$ cat config.mk
export PLATFORM = sky130hd
export DESIGN_NAME = mul_csr
export DESIGN_NICKNAME = d
export VERILOG_FILES = /design/src/mul_issue_pkg.sv /design/src/mul_csr.sv
export SDC_FILE = /design/constraint.sdc
export NUM_CORES = 1
export LEC_CHECK = 0
export ABC_CLOCK_PERIOD_IN_PS = 7100
export BUFFER_PORTS_ARGS = -buffer_cell sky130_fd_sc_hd__buf_2
export CAP_MARGIN = 20
export CORE_ASPECT_RATIO = 0.6
export CORE_MARGIN = 1
export CORE_UTILIZATION = 40
export DETAILED_ROUTE_END_ITERATION = 12
export REMOVE_ABC_BUFFERS = 1
export SLEW_MARGIN = 10
export SYNTH_ARGS = -nofsm -noshare
export SYNTH_HDL_FRONTEND = slang
export SYNTH_SLANG_ARGS = --single-unit
$ cat constraint.sdc
create_clock -name clk -period 7.1 [get_ports clk]
set_input_delay 0.71 -clock clk [delete_from_list [all_inputs] [get_ports clk]]
set_output_delay 0.71 -clock clk [all_outputs]
set_load 0.02 [all_outputs]
$ cat src/mul_issue_pkg.sv
package mul_issue_pkg;

  localparam int rs_depth  = 16;
  localparam int rs_idx_w  = $clog2(rs_depth);
  localparam int tag_w     = 8;
  localparam int xlen      = 32;
  localparam int pc_w      = 32;
  localparam int num_bcast = 3;  // alu, div, load
  localparam int mul_lat   = 3;
  localparam int wb_adr_w  = 2;

  typedef enum logic [1:0] {
    op_mul    = 2'd0,
    op_mulh   = 2'd1,
    op_mulhsu = 2'd2,
    op_mulhu  = 2'd3
  } mul_op_e;

  typedef enum logic [wb_adr_w-1:0] {
    reg_ctrl  = 2'd0,
    reg_occ   = 2'd1,
    reg_count = 2'd2
  } csr_addr_e;

  typedef struct packed {
    logic [tag_w-1:0] tag;
    logic [xlen-1:0]  value;
    logic             ready;
  } src_t;

  typedef struct packed {
    logic             valid;
    logic [pc_w-1:0]  pc;
    logic [tag_w-1:0] rd;
    mul_op_e          op;
    src_t             src1;
    src_t             src2;
  } dispatch_t;

  typedef struct packed {
    logic             valid;
    logic [tag_w-1:0] tag;
    logic [xlen-1:0]  value;
  } bcast_t;

  typedef struct packed {
    logic             valid;
    logic [pc_w-1:0]  pc;
    logic [tag_w-1:0] rd;
    mul_op_e          op;
    logic [xlen-1:0]  a;
    logic [xlen-1:0]  b;
  } issue_t;

  typedef struct packed {
    logic                cyc;
    logic                stb;
    logic                we;
    logic [wb_adr_w-1:0] adr;
    logic [31:0]         dat_w;
  } wb_req_t;

endpackage

$ cat src/mul_csr.sv
`timescale 1ns/1ps

module mul_csr
  import mul_issue_pkg::*;
(
  input  logic        clk,
  input  logic        rst_n,
  input  wb_req_t     wb,
  output logic [31:0] wb_dat_r,
  output logic        wb_ack,
  input  logic [4:0]  occupancy,
  input  logic        issued,
  output logic        issue_en
);

  logic            req;
  logic            wr;
  csr_addr_e       addr;
  logic [31:0]     issue_count;
  logic [31:0]     rd_data;

  assign req  = wb.cyc & wb.stb & !wb_ack;  // one ack per strobe
  assign wr   = req & wb.we;
  assign addr = csr_addr_e'(wb.adr);

  always_comb begin
    case (addr)
      reg_ctrl:  rd_data = {31'd0, issue_en};
      reg_occ:   rd_data = {27'd0, occupancy};
      reg_count: rd_data = issue_count;
      default:   rd_data = '0;
    endcase
  end

  always_ff @(posedge clk or negedge rst_n) begin
    if (!rst_n) begin
      wb_ack   <= 1'b0;
      issue_en <= 1'b1;
    end else begin
      wb_ack <= req;
      if (wr && addr == reg_ctrl) begin
        issue_en <= wb.dat_w[0];
      end
    end
  end

  always_ff @(posedge clk or negedge rst_n) begin
    if (!rst_n) begin
      issue_count <= '0;
    end else if (wr && addr == reg_count) begin
      issue_count <= '0;  // any write clears
    end else if (issued) begin
      issue_count <= issue_count + 32'd1;
    end
  end

  always_ff @(posedge clk) begin
    if (req) begin
      wb_dat_r <= rd_data;
    end
  end

  a_ack_single: assert property (
    @(posedge clk) disable iff (!rst_n)
    wb_ack |=> !wb_ack
  ) else $error("wb_ack held for two cycles");

endmodule

### Word level (Yosys, flattened, before mapping)

Index checks and enable logic that the tools add are counted.

| operators by class | value |
|---|---|
| equal/unequal tests | 2 |
| multiplexer cells | 3 |
| reduce and logical (&&, ||, !) cells | 5 |
| bitwise logic cells | 3 |
| add/sub/neg operators | 1 |

Operators by type and width:

| kind | number |
|---|---|
| 32-bit one-hot mux with 3 select lines | 1 |
| 32-bit 2-to-1 mux | 2 |
| 32-bit by 1-bit adder with 32-bit output (second input constant) | 1 |
| 1-bit AND | 3 |
| 2-bit by 1-bit == test with 1-bit output (second input constant) | 1 |
| 2-bit == test (second input constant) | 1 |
| 1-bit logical AND | 2 |
| 2-bit zero test | 1 |
| 2-bit nonzero test | 1 |
| 1-bit zero test | 1 |

| storage, ports and cells | value |
|---|---|
| flip-flop bits (word level) | 66 |

### Longest topological paths before layout

| logic depth | value |
|---|---|
| word-level depth | 5 |
| depth in mapped cells | 6 |

### Worst setup path before layout

Ideal clock, no wire load.

| timing | value |
|---|---|
| path kind | input-to-reg |
| start | in wb[36] (netlist bit) |
| end | reg issue_count[0] |
| path slack | 3.933 ns |
| arrival | 3.035 ns |
| buffers on the path | 2 |
| stages | 6 |
| cells stage by stage | nand2_1 nor2_1 and3_1 clkbuf_1 clkbuf_1 nor2_1 |

| on the way | value |
|---|---|
| cells in the longest elaborated chain, start to end | 5 |

Ends and longest elaborated chain:

| element | line | source |
|---|---|---|
| start: declaration | mul_csr.sv:8 | `input wb_req_t wb,` |
| 1-bit AND * (2 in series) | mul_csr.sv:22 | `assign req = wb.cyc & wb.stb & !wb_ack;` |
| net req | mul_csr.sv:16 | `logic req;` |
| 1-bit AND * | mul_csr.sv:23 | `assign wr = req & wb.we;` |
| 1-bit logical AND * | mul_csr.sv:50 | `end else if (wr && addr == reg_count) begin` |
| 32-bit 2-to-1 mux or 2-bit nonzero test (tied branches) | n/a |  |
| end signal: assignment | mul_csr.sv:53 | `issue_count <= issue_count + 32'd1;` |
| end: declaration | mul_csr.sv:19 | `logic [31:0] issue_count;` |

Mark *: on every way through the listed nets, which the timed path passes. The rest lies on a longest branch.
A chain may end at the register's enable or synchronous reset.

### Worst setup path after layout

| timing | value |
|---|---|
| start | in issued |
| end | reg issue_count[31] |

| on the way | value |
|---|---|
| cells in the longest elaborated chain, start to end | 1 |

Ends and longest elaborated chain:

| element | line | source |
|---|---|---|
| start: declaration | mul_csr.sv:12 | `input logic issued,` |
| 2-bit nonzero test (no source line) | n/a |  |

No other way between the ends.

==> summary.txt <==
outcome = completed
crit path cell chain = buf_2 > and4_1 > nand3_1 > nor3_2 > nand4_1 > mux2_1
Max Cap Viol = 0
main combinational cell family by area after synthesis = simple AND/OR/NAND/NOR gates
H-tree depth = 3
ys flop type = dfrtp_1
number of vias per cell = 4.892
minimum clock period = 2.246 ns
VDD IR max = 0.0001137 V
Final TNS setup = 0 ns
Async SR Flop Fraction = 51.52%
number of global-route vias before repair = 1830
synthesized cell area = 2969 um^2
Nets = 342
worst path arrival time = 2.46 ns
final wirelength = 5617 um
startpoint types = primary input
clock transition at the registers of the reported paths = 0.06 ns
Yosys warning count = 0
number of I/O pins = 79
launching point of the worst reg2reg path = issue_count[2]$_DFFE_PN0P_
die area = 7783 um^2
min-delay worst type = in2async
CP required = 7.31 ns
Syn-to-layout area delta = 20.10%
Die Wd = 113.2 um
most common cell after layout, fill and taps aside = buf_2
total CTS buffers = 9
Crit. End Element = flip-flop
Rel. slew slack = 46.62%
Placeable Area = 6907 um^2
Post-Synth Adder-Cell Area = 0.4214%
mean post-synth cell area = 12.17 um^2
post-route cell area = 3566 um^2
Tcrit/Tclk final = 31.63%
slowest library cell on the worst path = nand3_1
Starting Density = 42.99%
Total GRT Usage = 16.72%
largest net degree at the start of global routing = 36
Leakage = 1.548 nW
DRC = 0
Compound-Gate Fraction of Synth Area = 2.697%
fmax = 445.2 MHz
number of distinct library cells after synthesis = 35
max-slew violations = 0
xor/xnor cell area share of the yosys netlist = 7.670%
Pre-antenna DRT Iters = 4
post-cts resize count = 0
Cells after Synth = 244
routability cong. = 0.7699
CTS tree = yes
crit path max fanout = 11
mux cell area share after synthesis = 1.433%
first-pass GRT wire length = 9411 um
most frequent cells in the layout = 47 x buf_2, 33 x dfrtp_1, 32 x edfxtp_1, 28 x and2_1, 27 x nor2_1
Post-CTS Setup Bufs = 0
Placed Area = 3294 um^2
Simple-Gate Fraction of Synth Area = 24.82%
share of layout cells above drive strength 1 = 27.24%
slowest stage delay, CP = 0.47 ns
total congestion overflow = 0
total power = 0.9220 mW
power density cells = 258.6 nW/um^2
# hold bufs at CTS = 0
DR iter-0 viols = 125
#FFs+latches synth = 66
vias post-DR = 1898
CTS max path bufs = 2
worst setup path start = issued
Clock Latency Late Sink = 0.33 ns
buffers added on ports = 47
post-DP HPWL = 3595 um
Fin. Hold Viols = 0
Routed wire per std cell = 14.48 um
die height = 68.74 um
clock root cell = clkbuf_16
slew of the pin with the lowest slew margin = 0.8007 ns
reg2reg setup slack = 4.97 ns
RSZ-0062 raised after global routing = no
post-route ant nets = 0
Core Rows = 23
critical path type = in2reg
final setup vio count = 0
sequential area share after synthesis = 61.06%
Worst Skew = 0.009207 ns
CTS sink count = 66
number of synthesized flops with an enable pin = 32
n_diodes = 0
FILL cells = 633
initial antenna violation count = 0
## area by class of cell
type | count | area [um^2] | share of cell area (%)
well taps | 87 | 108.9 | 3.053
inverters | 2 | 7.507 | 0.2105
multi-input cells | 167 | 1107 | 31.05
clock buffers | 9 | 225.2 | 6.316
clock inverters | 7 | 46.29 | 1.298
repair buffers | 50 | 257.7 | 7.228
flip-flops and latches | 66 | 1813 | 50.84
## worst paths after layout
check                                                    to  cells past startpoint
worst max-delay path            issue_count[31]$_DFFE_PN0P_                      6
worst min-delay path            issue_count[25]$_DFFE_PN0P_                      1
worst max register to register  issue_count[31]$_DFFE_PN0P_                      5
worst min register to register  issue_count[13]$_DFFE_PN0P_                      2
max in group asynchronous        issue_count[4]$_DFFE_PN0P_                      1
min in group clk                issue_count[13]$_DFFE_PN0P_                      2
## sequential cells by signal, indices dropped and copies added, names as in the netlist
register     cells
wb_ack           1
issue_count     32
wb_dat_r        32
issue_en         1
## Yosys cell counts (2+ instances only)
| master | n | share of area [%] |
|---|---|---|
| nor2b_1 | 3 | 0.63 |
| or3_1 | 6 | 1.3 |
| nand2_1 | 12 | 1.5 |
| buf_4 | 2 | 0.51 |
| mux2i_1 | 2 | 0.67 |
| nand4_1 | 11 | 2.3 |
| and2_1 | 28 | 5.9 |
| nor3_2 | 3 | 1.0 |
| and4_1 | 2 | 0.59 |
| o21ai_0 | 5 | 0.84 |
| nor4_2 | 2 | 0.84 |
| a22o_1 | 4 | 1.2 |
| a21oi_1 | 4 | 0.67 |
| nor3_1 | 6 | 1.0 |
| inv_1 | 2 | 0.25 |
| xor2_1 | 12 | 3.5 |
| nand3_1 | 9 | 1.5 |
| dfrtp_1 | 33 | 28 |
| and3_1 | 4 | 0.84 |
| nor2_1 | 28 | 3.5 |
| nor4_4 | 3 | 2.1 |
| edfxtp_1 | 32 | 32 |
| clkbuf_1 | 6 | 0.76 |
| xnor2_1 | 14 | 4.1 |
## critical path: cells and delay by family
kind | cells | cell delay (ns)
mux | 1 | 0.33
buf+inv | 1 | 0.16
simple gates | 4 | 1.26
## where the power goes
group          switching (mW)  leakage, nW  internal [mW]  total, mW
Combinational          0.0429        0.635         0.0299     0.0728
Clock                   0.164        0.127          0.234      0.399
Sequential             0.0246        0.786          0.426      0.451
Total                   0.232         1.55          0.690      0.922
## logic make-up (layout without fill, tap and decap cells)
family / Yosys count / in the layout
adders and majority gates: 1 / 1
and+or+nand+nor: 123 / 123
DFF: 66 / 66
buffers and inverters: 11 / 68
xor gates and xnor gates: 26 / 26
muxes: 4 / 4
AOI/OAI and AO/OA: 13 / 13
## routing by layer
| layer | vias up | part of all wire, % | track usage (%) |
|---|---|---|---|
| li1 | 959 | - | - |
| met1 | 884 | 56 | 23.69 |
| met2 | 45 | 38 | 22.85 |
| met3 | 10 | 4.5 | 5.420 |
| met4 | 0 | 1.7 | 8.388 |
| met5 | - | 0 | 0 |
## metrics by stage
stage	worst slack, ns	hold slack [ns]	cells	utilization (%)
floorplan	3.524	0.4144	235	-
global placement	4.542	0.5471	372	47.70
detailed placement	4.501	0.5596	372	47.70
CTS	4.859	0.4892	388	51.63
global route	4.673	0.5436	388	51.63
finish	4.854	0.4715	388	51.63
Power figures use the tool's default switching activity.
