File: src/mul_issue_pkg.sv
package mul_issue_pkg;

  localparam int rs_depth  = 16;
  localparam int rs_idx_w  = $clog2(rs_depth);
  localparam int tag_w     = 8;
  localparam int xlen      = 32;
  localparam int pc_w      = 32;
  localparam int num_bcast = 3;  // alu, div, load
  localparam int mul_lat   = 3;
  localparam int wb_adr_w  = 2;

  typedef enum logic [1:0] {
    op_mul    = 2'd0,
    op_mulh   = 2'd1,
    op_mulhsu = 2'd2,
    op_mulhu  = 2'd3
  } mul_op_e;

  typedef enum logic [wb_adr_w-1:0] {
    reg_ctrl  = 2'd0,
    reg_occ   = 2'd1,
    reg_count = 2'd2
  } csr_addr_e;

  typedef struct packed {
    logic [tag_w-1:0] tag;
    logic [xlen-1:0]  value;
    logic             ready;
  } src_t;

  typedef struct packed {
    logic             valid;
    logic [pc_w-1:0]  pc;
    logic [tag_w-1:0] rd;
    mul_op_e          op;
    src_t             src1;
    src_t             src2;
  } dispatch_t;

  typedef struct packed {
    logic             valid;
    logic [tag_w-1:0] tag;
    logic [xlen-1:0]  value;
  } bcast_t;

  typedef struct packed {
    logic             valid;
    logic [pc_w-1:0]  pc;
    logic [tag_w-1:0] rd;
    mul_op_e          op;
    logic [xlen-1:0]  a;
    logic [xlen-1:0]  b;
  } issue_t;

  typedef struct packed {
    logic                cyc;
    logic                stb;
    logic                we;
    logic [wb_adr_w-1:0] adr;
    logic [31:0]         dat_w;
  } wb_req_t;

endpackage

File: src/mul_unit.sv
`timescale 1ns/1ps

module mul_unit
  import mul_issue_pkg::*;
(
  input  logic   clk,
  input  logic   rst_n,
  input  logic   flush,
  input  issue_t issue,
  output bcast_t mul_result
);

  logic                     a_signed;
  logic                     b_signed;

  logic                     s1_valid;
  logic [tag_w-1:0]         s1_rd;
  mul_op_e                  s1_op;
  logic signed [xlen:0]     s1_a;  // one extra bit for sign/zero extension
  logic signed [xlen:0]     s1_b;

  logic                     s2_valid;
  logic [tag_w-1:0]         s2_rd;
  mul_op_e                  s2_op;
  logic [2*xlen-1:0]        s2_prod;

  logic                     s3_valid;
  logic [tag_w-1:0]         s3_tag;
  logic [xlen-1:0]          s3_value;

  assign a_signed = (issue.op == op_mulh) || (issue.op == op_mulhsu);
  assign b_signed = (issue.op == op_mulh);

  always_ff @(posedge clk or negedge rst_n) begin
    if (!rst_n) begin
      s1_valid <= 1'b0;
      s2_valid <= 1'b0;
      s3_valid <= 1'b0;
    end else if (flush) begin
      s1_valid <= 1'b0;
      s2_valid <= 1'b0;
      s3_valid <= 1'b0;
    end else begin
      s1_valid <= issue.valid;
      s2_valid <= s1_valid;
      s3_valid <= s2_valid;
    end
  end

  always_ff @(posedge clk) begin
    s1_rd    <= issue.rd;
    s1_op    <= issue.op;
    s1_a     <= {a_signed & issue.a[xlen-1], issue.a};
    s1_b     <= {b_signed & issue.b[xlen-1], issue.b};
    s2_rd    <= s1_rd;
    s2_op    <= s1_op;
    s2_prod  <= s1_a * s1_b;
    s3_tag   <= s2_rd;
    s3_value <= (s2_op == op_mul) ? s2_prod[xlen-1:0] : s2_prod[2*xlen-1:xlen];
  end

  assign mul_result = '{valid: s3_valid, tag: s3_tag, value: s3_value};

  a_result_follows_issue: assert property (
    @(posedge clk) disable iff (!rst_n)
    mul_result.valid |-> mul_result.tag == $past(issue.rd, mul_lat) &&
      ($past(issue.op, mul_lat) != op_mul ||
       mul_result.value == $past(issue.a * issue.b, mul_lat))
  ) else $error("result tag or low product does not match the issued operation");

endmodule

File: config.mk
export PLATFORM = sky130hd
export DESIGN_NAME = mul_unit
export DESIGN_NICKNAME = d
export VERILOG_FILES = /design/src/mul_issue_pkg.sv /design/src/mul_unit.sv
export SDC_FILE = /design/constraint.sdc
export NUM_CORES = 2
export LEC_CHECK = 0
export BUFFER_PORTS_ARGS = -buffer_cell sky130_fd_sc_hd__buf_2
export CORE_MARGIN = 4
export CORE_UTILIZATION = 50
export DETAILED_ROUTE_END_ITERATION = 8
export PLACE_DENSITY = 0.67
export SETUP_SLACK_MARGIN = 0.5
export SYNTH_ARGS = -nofsm -noshare
export SYNTH_HDL_FRONTEND = slang
export SYNTH_SLANG_ARGS = --single-unit
File: constraint.sdc
create_clock -name clk -period 10.2 [get_ports clk]
set_clock_uncertainty 0.05 [all_clocks]
set_input_delay 0.51 -clock clk [delete_from_list [all_inputs] [get_ports clk]]
set_output_delay 0.51 -clock clk [all_outputs]
set_load 0.005 [all_outputs]
Yosys cells after proc, flatten, opt, wreduce, memory -nomap -nowiden
Cells that the tools add are included. W data, S select, Z words.

Eq/ne operators: 2. Bitwise operators: 2. Multiplexer cells: 4. Multiply operators: 1. Reduce and logical (&&, ||, !) cells: 2.

Operators with widths (count): $mul A33 B33 Y64 (1); $mux W32 (1); $mux W1 (3); $and A1 B1 Y1 (2); $eq A2 B1 Y1 const B (1); $eq A2 B2 Y1 const B (1); $logic_not A2 Y1 (1); $logic_or A1 B1 Y1 (1).

Input port bits: 110. Logic and storage cells: 23. Output and inout port bits: 41. Flip-flop bits (word level): 193.

Longest topological paths before layout
Word-level depth: 3. Gate-level depth with buffers: 28. Mapped depth without buffers: 26.

Least setup slack after synthesis
No wires, ideal clock.

Kind: flip-flop to flip-flop. From: reg s1_a[32]. To: reg s2_prod[60]. Path slack: 2.422 ns. Required time: 10.019 ns. Cell stages (with the launch flop): 27. Period minus slack after synthesis: 7.778 ns. Setup time: 0.131 ns. Arrival time: 7.598 ns. Path buffers: 2. Cells stage by stage: dfxtp_1 > clkbuf_1 > nand2_1 > inv_1 > fa_1 > fa_1 > fa_1 > inv_1 > fa_1 > inv_1 > fa_1 > fa_1 > fa_1 > inv_1 > fa_1 > inv_1 > ha_1 > clkbuf_1 > a21o_1 > a21oi_1 > o21bai_1 > a21o_1 > a21o_1 > a21o_1 > a21oi_1 > o31ai_1 > xor2_1.

Longest elaborated chain between the ends: 1.

Ends and longest elaborated chain: start: declaration (line mul_unit.sv:19) `logic signed [xlen:0] s1_a;`; start signal: assignment (line mul_unit.sv:53) `s1_a <= {a_signed & issue.a[xlen-1], issue.a};`; $mul A33 B33 Y64 (line mul_unit.sv:57) `s2_prod <= s1_a * s1_b;`; end signal: assignment (line mul_unit.sv:57); end: declaration (line mul_unit.sv:25) `logic [2*xlen-1:0] s2_prod;`.

No other way between the ends.

Final worst setup path
From: reg s1_b[7]. To: reg s2_prod[60].

Longest elaborated chain between the ends: 1.

Ends and longest elaborated chain: start: declaration (line mul_unit.sv:20) `logic signed [xlen:0] s1_b;`; start signal: assignment (line mul_unit.sv:54) `s1_b <= {b_signed & issue.b[xlen-1], issue.b};`; $mul A33 B33 Y64 (line mul_unit.sv:57).

No other way between the ends.

==> results.md <==
* Cells after synthesis at 4371
* Remaining antenna violation count at 0
* Startpoint Class: flip-flop
* Status: complete, no violations
* Number of buffers created by CTS at 17
* Core box area at 84100 um^2
* DR pass1 iterations at 5
* R2R cell count at 26
* GRT Total Usage at between 20% and 30%
* Most used cell, CP: fa_1
* Clk_lat worst skew at 0.53 ns
* Crit Path Max Fanout at 33
* # resized after CTS at 0
* Root Buffer: clkbuf_16
* Hold path start: issue[50]
* Setup TNS at 0 ns
* CTS tree: yes
* Die height at between 200 and 300 um
* Final period utilization at between 80 and 90%
* Count of final setup violators at 0
* Synth area leaders: fa_1 (53%), inv_1 (9.6%), dfxtp_1 (8.9%), and2_1 (8.0%), ha_1 (6.3%)
* Vias in the first global route at 32800
* Hpwl dp at roughly 89 mm
* Global route total overflow at 0
* Main synth FF type: dfxtp_1
* Number of port buffers at 118
* Die X at between 200 and 300 um
* Initial antenna violation count at 5
* Final wirelength at approximately 110 mm
* H-tree depth at 4
* Die area at ~90000 um^2
* Routability cong. at around 0.89
* YS warnings at 0
* Commonest non-fill, non-tap cells in the layout: fa_1 (1125), inv_1 (1094), nand2_1 (547)
* Period minus WS final at roughly 8.5 ns
* Post-synth EDFFs at 0
* Post-DR wirelength/cell at slightly below 20 um
* Final-report max-slew violation count at 0
* Layout area overhead at 6.56%
* Synth async-reset ratio at approximately 1.6%
* Reg2reg setup slack at 1.66 ns
* Worst Hold End: s1_a[18]
* First-pass GRT wire length at between 150 and 200 mm
* Layout cells sized above 1 at approximately 6.3%
* Hold path cells at 1
* Crit path max-delay family: adder cells
* Final net count at ~6000
* Initial Util at between 50% and 60%
* Critical R2R Capture: s2_prod[60]
* Peak Freq at between 100 and 150 MHz
* Residual DRC at 0
* Critical Path RT at between 10 and 15 ns
* Setup Buffers After CTS at 0
* Most common cell after layout, fill and taps aside: fa_1
* Avg Cell Area, Syn at 9.74 um^2
* Crit. End Element: flip-flop
* Slowest stage cell, crit path: dfxtp_2
* Yosys top cell area share at 52.9%
* Via count at between 20000 and 30000
* Cell variety after synth at 60
* R2r startpoint: s1_b[7]
* Sequential fraction of the synthesis area at a little under a tenth
* RSZ-0062 raised after global routing: false
* Slew headroom at 17.9%
* Worst path max stage delay at between 0.9 and 1 ns
* Actual slew at the worst max-slew pin at 1.23 ns
* Mapped cell area at ~43000 um^2
* CTS sink cnt at around 190
* Iteration-0 DRC Markers at approximately 1500
* CP Class: flip-flop to flip-flop
* Clock transition at path regs at 0.09 ns
* Clock Tree Buf Depth at 2
* Stages on the worst setup path at 26
* Syn Nets at 5819
* Via density at 5.16
* Hold crit path type: primary input to flip-flop
* IO Pins at between 150 and 200
* Pin count of the biggest net entering global routing at 35
* Seq cells post-synth at 193
* Crit path buffers/inverters at 7
* Critical Path AT at just under 9 ns
* Final-report hold violation count at 0
* Row cnt at 106
* Max cap viols at 0
* Cell type with the largest total area after synthesis: fa_1
* Final Core Density at between 50% and 60%
[cell type report]
class	instances	area, um^2
fill	7570	38700
multi-input combinational	2868	33700
inverter	1094	4110
sequential	193	3910
timing repair buffer	232	1590
tap	1134	1420
clock buffer	17	425
clock inverter	15	223
antenna	1	2.50
[cells by family after synthesis]
group / share of synthesized area (%)
fa+ha+maj: 59.2
buf+inv: 11.8
simple gates: 14.5
compound gates: 3.01
flops: 9.11
xor+xnor: 1.63
mux: 0.846
[through the flow]
stage	setup WS, ns	area [um^2]	hold slack, ns	cells
3_3_place_gp	1.80	44100	0.256	5464
2_1_floorplan	2.42	42600	0.164	4371
3_5_place_dp	1.68	44100	0.258	5464
5_1_grt	1.17	45400	0.0163	5554
4_1_cts	1.61	45400	0.0000418	5553
6_report	1.66	45400	0.0479	5554
[Yosys cell counts, types with 3 or more instances]
library cell,number
a211oi_1,11
a21o_1,29
a21o_2,3
a21oi_1,61
a31oi_1,14
a41oi_1,3
and2_1,544
and3_1,6
and4_1,3
buf_4,3
buf_6,7
clkbuf_1,202
dfrtp_1,3
dfxtp_1,190
fa_1,1125
ha_1,213
inv_1,1094
mux2_2,32
nand2_1,547
nand2b_1,13
nand3_1,13
nand4_1,9
nor2_1,35
nor2b_1,32
nor3_1,7
o211ai_1,3
o21a_1,5
o21ai_0,32
o21ai_1,9
o21bai_1,9
xnor2_1,50
xor2_1,29
[registers in the layout (all words and copies together), names as in the netlist]
register / flops
s1_rd: 8
s1_b: 33
s3_tag: 8
s2_rd: 8
s3_value: 32
s2_valid: 1
s1_op: 2
s2_prod: 64
s1_a: 33
s3_valid: 1
s1_valid: 1
s2_op: 2
[metal layers]
layer / track usage, % / wire length (um) / vias up
li1: - / - / 12500
met1: 34.6 / 44700 / 15000
met2: 44.5 / 54000 / 948
met3: 4.30 / 7200 / 230
met4: 8.70 / 3820 / 0
met5: 0 / 0 / -
[worst reg2reg max path, cell delays in order (launching register included)]
cell and delay [ns]:
dfxtp_2 0.95, nand2_1 0.24, inv_1 0.14, fa_1 0.42, inv_1 0.23, fa_1 0.51, inv_1 0.20, fa_1 0.49
inv_1 0.10, fa_1 0.73, inv_1 0.41, fa_1 0.58, fa_1 0.48, fa_1 0.53, inv_1 0.05, fa_1 0.47
inv_1 0.04, ha_1 0.38, a21o_1 0.21, a21oi_1 0.18, o21bai_1 0.08, a21o_1 0.17, a21o_1 0.16, a21o_1 0.16
a21oi_1 0.18, o31ai_1 0.11, xor2_1 0.15
[how the worst max path moves through the flow]
| stage | startpoint | to | slack, ns |
|---|---|---|---|
| floorplan | s1_a[32] | s2_prod[60] | 2.42 |
| global placement | s1_b[7] | s2_prod[60] | 1.80 |
| detailed placement | s1_b[7] | s2_prod[60] | 1.68 |
| CTS | s1_b[7] | s2_prod[60] | 1.61 |
| global route | s1_b[7] | s2_prod[60] | 1.17 |
| finish | s1_b[7] | s2_prod[60] | 1.66 |
[timing repair]
action                                 in CTS  in global routing
hold buffers                               57                  0
setup endpoints to repair                   0                  0
endpoints found under the hold margin      59                  0
Power is left out: the tool's default activity adds up to more than one toggle a clock period on the data nets, which glitch-free logic cannot reach.
